[config.mk]
export PLATFORM = sky130hd
export DESIGN_NAME = crc_top
export DESIGN_NICKNAME = d
export VERILOG_FILES = /design/src/hdl/crc_pkg.sv /design/src/hdl/wb_pkg.sv /design/src/hdl/crc_frame_ctrl.sv /design/src/hdl/crc_bit_counter.sv /design/src/hdl/crc5_engine.sv /design/src/hdl/crc_wb_regs.sv /design/src/hdl/crc_top.sv
export SDC_FILE = /design/constraint.sdc
export NUM_CORES = 1
export LEC_CHECK = 0
export BUFFER_PORTS_ARGS = -buffer_cell sky130_fd_sc_hd__buf_2
export CORE_ASPECT_RATIO = 0.7
export CORE_MARGIN = 2
export CORE_UTILIZATION = 30
export DETAILED_ROUTE_END_ITERATION = 10
export GPL_ROUTABILITY_DRIVEN = 0
export PLACE_DENSITY = 0.5
export SYNTH_ARGS = -nofsm -noshare
export SYNTH_HDL_FRONTEND = slang
export SYNTH_SLANG_ARGS = --single-unit
[constraint.sdc]
create_clock -name i_sys_clk -period 3.2 [get_ports i_sys_clk]
set_input_delay 0.64 -clock i_sys_clk [delete_from_list [all_inputs] [get_ports i_sys_clk]]
set_output_delay 0.64 -clock i_sys_clk [all_outputs]
set_load 0.03 [all_outputs]
[src/hdl/crc_pkg.sv]
`default_nettype none

package crc_pkg;

	// frame byte and crc widths.
	typedef logic [7:0] byte_t;
	typedef logic [4:0] crc5_t;
	typedef logic [2:0] bit_cnt_t;

	localparam int BITS_PER_BYTE = 8;

	// all ones start value.
	localparam crc5_t CRC_SEED = 5'b11111;

	// x^5 + x^2 + 1 in reflected form, feedback lands in bits 4 and 2.
	localparam crc5_t CRC_FB_MASK = 5'b10100;

	typedef enum logic [1:0]
	{
		ST_IDLE,
		ST_SHIFT,
		ST_DONE
	} ctrl_state_t;

endpackage

`default_nettype wire

[src/hdl/wb_pkg.sv]
`default_nettype none

package wb_pkg;

	typedef logic [1:0] wb_adr_t;
	typedef logic [15:0] wb_dat_t;

	// register map, word addresses.
	localparam wb_adr_t ADR_DATA = 2'd0;
	localparam wb_adr_t ADR_FINISH = 2'd1;
	localparam wb_adr_t ADR_RESULT = 2'd2;
	localparam wb_adr_t ADR_STATUS = 2'd3;

	// field positions.
	localparam int RESULT_VALID_BIT = 15;
	localparam int STATUS_BUSY_BIT = 0;

endpackage

`default_nettype wire

[src/hdl/crc_frame_ctrl.sv]
`timescale 1ns/1ps
`default_nettype none

module crc_frame_ctrl
(
	input logic i_sys_clk,
	input logic i_sys_rst,
	input logic i_byte_req,
	input logic i_fin_req,
	input logic i_cnt_last,
	output logic o_byte_take,
	output logic o_fin_take,
	output logic o_load,
	output logic o_shift,
	output logic o_reseed,
	output logic o_cnt_clr,
	output logic o_cnt_step,
	output logic o_busy,
	output logic o_done
);

	crc_pkg::ctrl_state_t state;
	crc_pkg::ctrl_state_t state_nxt;

	always_ff @(posedge i_sys_clk or negedge i_sys_rst)
	begin
		if (!i_sys_rst)
			state <= crc_pkg::ST_IDLE;
		else
			state <= state_nxt;
	end

	// bytes win over a pending finish.
	always_comb
	begin
		state_nxt = state;
		case (state)
			crc_pkg::ST_IDLE:
			begin
				if (i_byte_req)
					state_nxt = crc_pkg::ST_SHIFT;
				else if (i_fin_req)
					state_nxt = crc_pkg::ST_DONE;
			end
			crc_pkg::ST_SHIFT:
			begin
				if (i_cnt_last)
					state_nxt = crc_pkg::ST_IDLE;
			end
			default:
				state_nxt = crc_pkg::ST_IDLE;
		endcase
	end

	assign o_byte_take = (state == crc_pkg::ST_IDLE) && i_byte_req;
	assign o_fin_take = (state == crc_pkg::ST_IDLE) && i_fin_req && !i_byte_req;
	assign o_load = o_byte_take;
	assign o_cnt_clr = o_byte_take;
	assign o_shift = (state == crc_pkg::ST_SHIFT);
	assign o_cnt_step = o_shift;
	assign o_busy = (state != crc_pkg::ST_IDLE);
	assign o_done = (state == crc_pkg::ST_DONE);
	// engine goes back to seed as the frame closes.
	assign o_reseed = o_done;

	// a taken byte is shifted for exactly eight cycles.
	a_eight_shifts: assert property (@(posedge i_sys_clk) disable iff (!i_sys_rst)
		o_byte_take |=> o_shift ##1 o_shift ##1 o_shift ##1 o_shift
			##1 o_shift ##1 o_shift ##1 o_shift ##1 o_shift ##1 !o_shift);

	// a taken finish closes the frame in one cycle.
	a_fin_done: assert property (@(posedge i_sys_clk) disable iff (!i_sys_rst)
		o_fin_take |=> o_done ##1 !o_done);

endmodule

`default_nettype wire

[src/hdl/crc_bit_counter.sv]
`timescale 1ns/1ps
`default_nettype none

module crc_bit_counter
(
	input logic i_sys_clk,
	input logic i_sys_rst,
	input logic i_clr,
	input logic i_step,
	output crc_pkg::bit_cnt_t o_cnt,
	output logic o_cnt_last
);

	always_ff @(posedge i_sys_clk or negedge i_sys_rst)
	begin
		if (!i_sys_rst)
			o_cnt <= '0;
		else if (i_clr)
			o_cnt <= '0;
		else if (i_step)
			o_cnt <= o_cnt + crc_pkg::bit_cnt_t'(1);
	end

	assign o_cnt_last = (o_cnt == crc_pkg::bit_cnt_t'(crc_pkg::BITS_PER_BYTE - 1));

	// last step of a byte rolls over.
	a_wrap: assert property (@(posedge i_sys_clk) disable iff (!i_sys_rst)
		(i_step && !i_clr && o_cnt_last) |=> (o_cnt == '0));

endmodule

`default_nettype wire

[src/hdl/crc5_engine.sv]
`timescale 1ns/1ps
`default_nettype none

module crc5_engine
(
	input logic i_sys_clk,
	input logic i_sys_rst,
	input logic i_load,
	input crc_pkg::byte_t i_byte,
	input logic i_shift,
	input crc_pkg::bit_cnt_t i_cnt,
	input logic i_reseed,
	output crc_pkg::crc5_t o_crc
);

	crc_pkg::byte_t byte_q;
	crc_pkg::bit_cnt_t bit_sel;
	logic fb;

	always_ff @(posedge i_sys_clk)
	begin
		if (i_load)
			byte_q <= i_byte;
	end

	// msb first.
	assign bit_sel = crc_pkg::bit_cnt_t'(crc_pkg::BITS_PER_BYTE - 1) - i_cnt;
	assign fb = byte_q[bit_sel] ^ o_crc[0];

	always_ff @(posedge i_sys_clk or negedge i_sys_rst)
	begin
		if (!i_sys_rst)
			o_crc <= crc_pkg::CRC_SEED;
		else if (i_reseed)
			o_crc <= crc_pkg::CRC_SEED;
		else if (i_shift)
		begin
			if (fb)
				o_crc <= (o_crc >> 1) ^ crc_pkg::CRC_FB_MASK;
			else
				o_crc <= o_crc >> 1;
		end
	end

	// a new byte only arrives between shift runs.
	a_load_shift: assert property (@(posedge i_sys_clk) disable iff (!i_sys_rst)
		!(i_load && i_shift));

endmodule

`default_nettype wire

[src/hdl/crc_wb_regs.sv]
`timescale 1ns/1ps
`default_nettype none

module crc_wb_regs
(
	input logic i_sys_clk,
	input logic i_sys_rst,
	input logic i_wb_cyc,
	input logic i_wb_stb,
	input logic i_wb_we,
	input wb_pkg::wb_adr_t i_wb_adr,
	input wb_pkg::wb_dat_t i_wb_dat,
	output wb_pkg::wb_dat_t o_wb_dat,
	output logic o_wb_ack,
	input logic i_byte_take,
	input logic i_fin_take,
	input logic i_busy,
	input logic i_done,
	input crc_pkg::crc5_t i_crc,
	output logic o_byte_req,
	output crc_pkg::byte_t o_byte,
	output logic o_fin_req,
	output crc_pkg::crc5_t o_crc_value,
	output logic o_crc_valid
);

	logic bus_req;
	logic wr_cmd;
	logic wr_data;
	logic wr_fin;
	logic plain_acc;
	logic rd_result;
	crc_pkg::crc5_t result_q;
	logic result_vld;
	wb_pkg::wb_dat_t rd_data;

	assign bus_req = i_wb_cyc && i_wb_stb && !o_wb_ack;
	assign wr_cmd = i_wb_we && (i_wb_adr == wb_pkg::ADR_DATA || i_wb_adr == wb_pkg::ADR_FINISH);
	assign wr_data = bus_req && i_wb_we && (i_wb_adr == wb_pkg::ADR_DATA) && !o_byte_req;
	assign wr_fin = bus_req && i_wb_we && (i_wb_adr == wb_pkg::ADR_FINISH) && !o_fin_req;
	// everything else acks on the next edge.
	assign plain_acc = bus_req && !wr_cmd;
	assign rd_result = plain_acc && !i_wb_we && (i_wb_adr == wb_pkg::ADR_RESULT);

	always_comb
	begin
		rd_data = '0;
		if (i_wb_adr == wb_pkg::ADR_RESULT)
		begin
			rd_data[$bits(crc_pkg::crc5_t)-1:0] = result_q;
			rd_data[wb_pkg::RESULT_VALID_BIT] = result_vld;
		end
		else if (i_wb_adr == wb_pkg::ADR_STATUS)
			rd_data[wb_pkg::STATUS_BUSY_BIT] = i_busy;
	end

	always_ff @(posedge i_sys_clk or negedge i_sys_rst)
	begin
		if (!i_sys_rst)
		begin
			o_wb_ack <= 1'b0;
			o_byte_req <= 1'b0;
			o_fin_req <= 1'b0;
			result_q <= '0;
			result_vld <= 1'b0;
		end
		else
		begin
			// command writes ack when the control takes them.
			o_wb_ack <= i_byte_take || i_fin_take || plain_acc;
			if (wr_data)
				o_byte_req <= 1'b1;
			else if (i_byte_take)
				o_byte_req <= 1'b0;
			if (wr_fin)
				o_fin_req <= 1'b1;
			else if (i_fin_take)
				o_fin_req <= 1'b0;
			if (i_done)
				result_q <= i_crc;
			if (i_done)
				result_vld <= 1'b1;
			else if (rd_result)
				result_vld <= 1'b0;
		end
	end

	always_ff @(posedge i_sys_clk)
	begin
		if (wr_data)
			o_byte <= i_wb_dat[$bits(crc_pkg::byte_t)-1:0];
		if (plain_acc)
			o_wb_dat <= rd_data;
	end

	// the final crc is shown while the frame closes.
	assign o_crc_valid = i_done;
	assign o_crc_value = i_done ? i_crc : result_q;

	a_ack_stb: assert property (@(posedge i_sys_clk) disable iff (!i_sys_rst)
		o_wb_ack |-> i_wb_stb);

endmodule

`default_nettype wire

[src/hdl/crc_top.sv]
`timescale 1ns/1ps
`default_nettype none

module crc_top
(
	input logic i_sys_clk,
	input logic i_sys_rst,
	input logic i_wb_cyc,
	input logic i_wb_stb,
	input logic i_wb_we,
	input wb_pkg::wb_adr_t i_wb_adr,
	input wb_pkg::wb_dat_t i_wb_dat,
	output wb_pkg::wb_dat_t o_wb_dat,
	output logic o_wb_ack,
	output crc_pkg::crc5_t o_crc_value,
	output logic o_crc_valid
);

	logic byte_req;
	logic fin_req;
	logic byte_take;
	logic fin_take;
	logic load;
	logic shift;
	logic reseed;
	logic cnt_clr;
	logic cnt_step;
	logic cnt_last;
	logic busy;
	logic done;
	crc_pkg::byte_t byte_val;
	crc_pkg::bit_cnt_t cnt;
	crc_pkg::crc5_t crc;

	crc_wb_regs regs_i
	(
		.i_sys_clk(i_sys_clk),
		.i_sys_rst(i_sys_rst),
		.i_wb_cyc(i_wb_cyc),
		.i_wb_stb(i_wb_stb),
		.i_wb_we(i_wb_we),
		.i_wb_adr(i_wb_adr),
		.i_wb_dat(i_wb_dat),
		.o_wb_dat(o_wb_dat),
		.o_wb_ack(o_wb_ack),
		.i_byte_take(byte_take),
		.i_fin_take(fin_take),
		.i_busy(busy),
		.i_done(done),
		.i_crc(crc),
		.o_byte_req(byte_req),
		.o_byte(byte_val),
		.o_fin_req(fin_req),
		.o_crc_value(o_crc_value),
		.o_crc_valid(o_crc_valid)
	);

	crc_frame_ctrl ctrl_i
	(
		.i_sys_clk(i_sys_clk),
		.i_sys_rst(i_sys_rst),
		.i_byte_req(byte_req),
		.i_fin_req(fin_req),
		.i_cnt_last(cnt_last),
		.o_byte_take(byte_take),
		.o_fin_take(fin_take),
		.o_load(load),
		.o_shift(shift),
		.o_reseed(reseed),
		.o_cnt_clr(cnt_clr),
		.o_cnt_step(cnt_step),
		.o_busy(busy),
		.o_done(done)
	);

	crc_bit_counter cnt_i
	(
		.i_sys_clk(i_sys_clk),
		.i_sys_rst(i_sys_rst),
		.i_clr(cnt_clr),
		.i_step(cnt_step),
		.o_cnt(cnt),
		.o_cnt_last(cnt_last)
	);

	crc5_engine engine_i
	(
		.i_sys_clk(i_sys_clk),
		.i_sys_rst(i_sys_rst),
		.i_load(load),
		.i_byte(byte_val),
		.i_shift(shift),
		.i_cnt(cnt),
		.i_reseed(reseed),
		.o_crc(crc)
	);

endmodule

`default_nettype wire

* Word-level counts from Yosys, hierarchy flattened
Cells that the tools add are included.
Word-level totals: register bits after elaboration 41, latch bits 0, memory bits (writable) 0, bits in read-only memories 0, input bits 23, output and inout bits 23, logic and storage cells 76, memories 0
Cells by class: add/sub/neg operators 2, $mul 0, divide/modulo/power cells 0, order comparisons 1, equal/unequal tests 8, shift-type cells 0, multiplexer cells 20, bitwise logic cells 2, reduce and logical (&&, ||, !) cells 31
Operator list (number):
- 5-bit 2-to-1 mux | 4
- 1-bit logical AND | 14
- 2-bit nonzero test | 6
- 1-bit 2-to-1 mux | 9
- 2-bit == test, second input constant | 3
- 2-bit 2-to-1 mux | 3
- 3-bit 2-to-1 mux | 2
- 1-bit zero test | 5
- 2-bit by 1-bit == test with 1-bit output, second input constant | 2
- 2-bit zero test | 2
- 3-bit by 4-bit less-than comparator with 1-bit output, second input constant | 1
- 2-bit one-hot mux with 2 select lines | 1
- 3-bit by 1-bit adder with 3-bit output, second input constant | 1
- 1-bit binary-select mux with 3-bit select | 1
- 3-bit == test, second input constant | 1
- 1-bit logical OR | 3
- 3-bit inequality test, second input constant | 1
- 3-bit subtractor, first input constant | 1
- 2-bit inequality test, second input constant | 1
- 1-bit NOT with 2-bit output | 1
- 2-bit AND reduction | 1
- 1-bit bitwise XOR | 1

* Logic depth before layout (Yosys ltp)
depth in word-level cells 9, gate-level depth with buffers 5, depth with buffers taken out 5

* Hierarchy
From an unflattened synthesis, not the netlist that was laid out.
Unflattened totals: cell total of the unflattened synthesis 124, area, all modules 1795.5 sq um
Modules (own cells, without submodules):
- crc_wb_regs | instances 1, cells each 63, area each 944.7 sq um, sequential area each 645.6 sq um
- crc5_engine | instances 1, cells each 35, area each 574.3 sq um, sequential area each 371.6 sq um
- crc_bit_counter | instances 1, cells each 11, area each 140.1 sq um, sequential area each 75.1 sq um
- crc_frame_ctrl | instances 1, cells each 15, area each 136.4 sq um, sequential area each 50.0 sq um

* Worst setup path before layout
No wires, ideal clock.
path kind flip-flop to output port, start register ctrl_i.state[0], end output o_crc_value[0], data arrival time 1726 ps, required time 2560 ps, slack 834 ps, cell stages (with the launch flop) 5, buffers on the path 1, cells stage by stage dfrtp_1 > inv_1 > ha_1 > clkbuf_1 > o21ai_0
On the way: longest elaborated chain between the ends 2
Ends and longest elaborated chain:
- from (decl) | line crc_frame_ctrl.sv:22 | crc_pkg::ctrl_state_t state;
- from (signal assigned) | line crc_frame_ctrl.sv:28 | state <= crc_pkg::ST_IDLE;
- from (signal assigned) | line crc_frame_ctrl.sv:30 | state <= state_nxt;
- 2-bit == test | line crc_frame_ctrl.sv:62 | assign o_done = (state == crc_pkg::ST_DONE);
- named net o_crc_valid | line crc_top.sv:16 | output logic o_crc_valid
- 5-bit 2-to-1 mux | line crc_wb_regs.sv:98 | assign o_crc_value = i_done ? i_crc : result_q;
- to (decl) | line crc_top.sv:15 | output crc_pkg::crc5_t o_crc_value,
The timed path passes the listed nets, and every way through them passes these cells.

* Final worst setup path
start register ctrl_i.state[0], end output o_crc_value[1]
On the way: longest elaborated chain between the ends 2
Ends and longest elaborated chain (line):
- 2-bit == test | crc_frame_ctrl.sv:62
- 5-bit 2-to-1 mux | crc_wb_regs.sv:98
No other way between the ends.

==> out/qor.csv <==
metric,value,unit
crit path buf inv count,2,
DR WL met2,1151,um
pwr dens,879.6,nW/um2
register share of total power,0.431,
CP Cell Sequence,"inv_1, ha_1, mux2_2, buf_2",
Startpoint Class,flip-flop,
Post-CTS Hold Buffers,0,
M1 wire length,1282,um
crit path DAT,1790,ps
Sequential Area,1142,um2
worst-path maximum fanout,11,
latest clock arrival within the worst-skew pair,290,ps
DRC errors left,0,
Yosys warnings,0,
Worst R2R Path Depth,4,
area of the multi-input gates,515.5,um2
Comb power frac,0.337,
gr usage total,0.09596,
Clock Power Share,0.232,
max layer used,met4,
Least-Margin Pin Slew,521.7,ps
Sw Ratio,0.3479,
reg-to-reg setup timing slack,1610,ps
Post-DRT Antenna Nets,0,
pin count of the biggest net entering global routing,20,
Synth Register Bits,41,
critical path required time,2560,ps
clk root buf,clkbuf_8,
1st-iter DRT viols,55,
Syn Area/Cell,14.14,um2
Reg2Reg Capture Point,engine_i.o_crc[2],
per-cell routed wire length,11.70,um
metal3 WL,211,um
maximum VDD drop,0.2384,mV
final global-route overflow total,0,
TritonCTS Buffers,5,
cts repair resizes,0,
Psw,0.0006206,W
die area,6384,um2
vias in the first global route,907,
Top delay family on crit path,adder cells,
Crit-path slowest cell,ha_1,
filler cell count in the final layout,565,
minimum clock period,2433,ps
first-pass GRT wire length,4347,um
fmax,410.9,MHz
Clock transition at path regs,80,ps
Layout Area Growth over Synthesis,17.55,%
Top Ports,46,
layout cells sized above 1,0.3032,
row cnt,23,
Vias,953,
detailed placement HPWL,1960,um
final period utilization,0.7605,
area of the mapped netlist,1725,um2
Final #Nets,182,
RSZ-0062 raised after global routing,no,
Int Pwr,0.001163,W
class of the most critical setup path,reg -> out,
"slowest stage delay, CP",420,ps
I/O Buffers,27,
initial antenna violation count,0,
placed cells,222,
H-tree Lvls,2,
Initial Util,0.3059,
Vias/cell,4.143,
reg-to-reg startpoint,cnt_i.o_cnt[1],
Worst Setup End Kind,output pin,
core area,5640,um2
Fin. Hold Viols,0,
Die Span Y,67.45,um
Netlist cell types,26,
Synth Instances,122,
first-pass iteration count of the detailed router,4,
register area share after synthesis,0.6621,
CTS tree,built,
clk sinks,41,
status,finished clean,
Clock Path Buffers,2,
Rel. slew slack,0.6509,
"non-filler cells, final",230,
Leak Pwr,0.8426,nW
Chip Width,94.65,um
pins over their slew limit,0,
Max Cap Violations,0,
Post-Route Skew,6.689,ps
worst hold path class,in -> async,
antenna fix cells,0,
setup tns final,0,ps
setup bufs post-CTS,0,
drt total wl,2691,um
Setup-failing EPs final,0,
==> registers in the layout, summed over array words and instances, names as in the netlist <==
register	cells
cnt_i.o_cnt	3
ctrl_i.state	2
regs_i.result_q	5
regs_i.o_byte_req	1
engine_i.byte_q	8
regs_i.o_wb_ack	1
regs_i.o_fin_req	1
regs_i.result_vld	1
engine_i.o_crc	5
regs_i.o_wb_dat	6
regs_i.o_byte	8
==> metrics by stage <==
stage | instance area, um2 | setup WS (ps) | hold WS (ps) | total power [W] | util
floorplan | 1759 | 834.3 | 344.4 | 0.001244 | -
global placement | 1913 | 1083 | 402.6 | 0.001369 | 0.3392
detailed placement | 1913 | 1073 | 404.5 | 0.001388 | 0.3392
CTS | 2028 | 735.5 | 289.6 | 0.001814 | 0.3596
global route | 2028 | 622.8 | 299.1 | 0.001909 | 0.3596
finish | 2028 | 766.5 | 279.2 | 0.001784 | 0.3596
==> worst register-to-register path, cell delays in order (launching register included) <==
cell and delay (ps):
dfrtp_1 420, mux4_1 600, mux2i_2 230, xnor2_1 110, a21oi_1 150
==> layout make-up <==
cell class / instances / share of cell area
Clock buffer: 5 / 0.03393
Inverter: 5 / 0.009254
Tap cell: 75 / 0.04627
Sequential cell: 41 / 0.5632
Multi-Input combinational cell: 73 / 0.2542
Clock inverter: 3 / 0.02283
Timing Repair Buffer: 28 / 0.07033
==> layout by cell type, fill, tap and decap left out, types with 3 or more instances in the layout <==
cell	instances
a21oi_1	6
inv_1	5
clkbuf_8	5
o21ai_0	7
ha_1	5
nand2b_1	4
conb_1	10
mux2i_1	3
dfstp_2	5
mux2_2	4
and2_1	7
nor2b_1	3
edfxtp_1	22
nor2_1	9
xnor2_1	3
dfrtp_1	14
buf_2	27
==> power by group through the flow <==
stage | clock [W] | sequential (W) | combinational, W
after floorplan | 0 | 0.000770 | 0.000474
after CTS | 0.000433 | 0.000770 | 0.000611
after global routing | 0.000456 | 0.000784 | 0.000669
final | 0.000414 | 0.000769 | 0.000601
after detailed placement | 0 | 0.000780 | 0.000608
after global placement | 0 | 0.000774 | 0.000596
==> routing by layer <==
metal,GRT usage,vias up
met5,0,-
met4,0.04348,0
met3,0.04911,6
met2,0.1312,28
met1,0.1262,453
li1,-,466
==> cell families (layout without fill, tap and decap cells) <==
logic type / after synthesis / count (layout) / share of synthesized area
other: 1 / 10 / 0.002173
buffers and inverters: 17 / 41 / 0.05874
adders and majority gates: 5 / 5 / 0.03626
muxes: 10 / 10 / 0.08194
DFF: 41 / 41 / 0.6621
xor gates and xnor gates: 4 / 4 / 0.02031
AOI/OAI and AO/OA: 16 / 16 / 0.05148
and+or+nand+nor: 28 / 28 / 0.08702
==> cells in the mapped netlist (all sizes together) <==
| cell type | count | area share |
|---|---|---|
| conb | 1 | 0.0022 |
| xnor2 | 3 | 0.015 |
| dfstp | 5 | 0.076 |
| o21ai | 7 | 0.020 |
| a22o | 1 | 0.0051 |
| nand3b | 1 | 0.0044 |
| mux4 | 2 | 0.030 |
| mux2 | 4 | 0.026 |
| or3b | 1 | 0.0051 |
| and2 | 7 | 0.025 |
| a21o | 2 | 0.0087 |
| nor2b | 3 | 0.011 |
| inv | 5 | 0.011 |
| nor2 | 9 | 0.020 |
| buf | 10 | 0.044 |
| clkbuf | 2 | 0.0044 |
| xor2 | 1 | 0.0051 |
| nor3 | 1 | 0.0029 |
| a21oi | 6 | 0.017 |
| dfrtp | 14 | 0.20 |
| nand2b | 4 | 0.015 |
| nand2 | 2 | 0.0044 |
| mux2i | 4 | 0.025 |
| ha | 5 | 0.036 |
| edfxtp | 22 | 0.38 |
==> worst max path at each step <==
stage,to,from,cells after the start,slack [ps]
5_1_grt,o_crc_value[1],ctrl_i.state[0],4,620
3_5_place_dp,o_crc_value[1],ctrl_i.state[0],4,1070
2_1_floorplan,o_crc_value[0],ctrl_i.state[0],4,830
6_report,o_crc_value[1],ctrl_i.state[0],4,770
4_1_cts,o_crc_value[1],ctrl_i.state[0],4,740
3_3_place_gp,o_crc_value[2],ctrl_i.state[0],4,1080
Note: power is estimated with default switching activity, not from simulation.
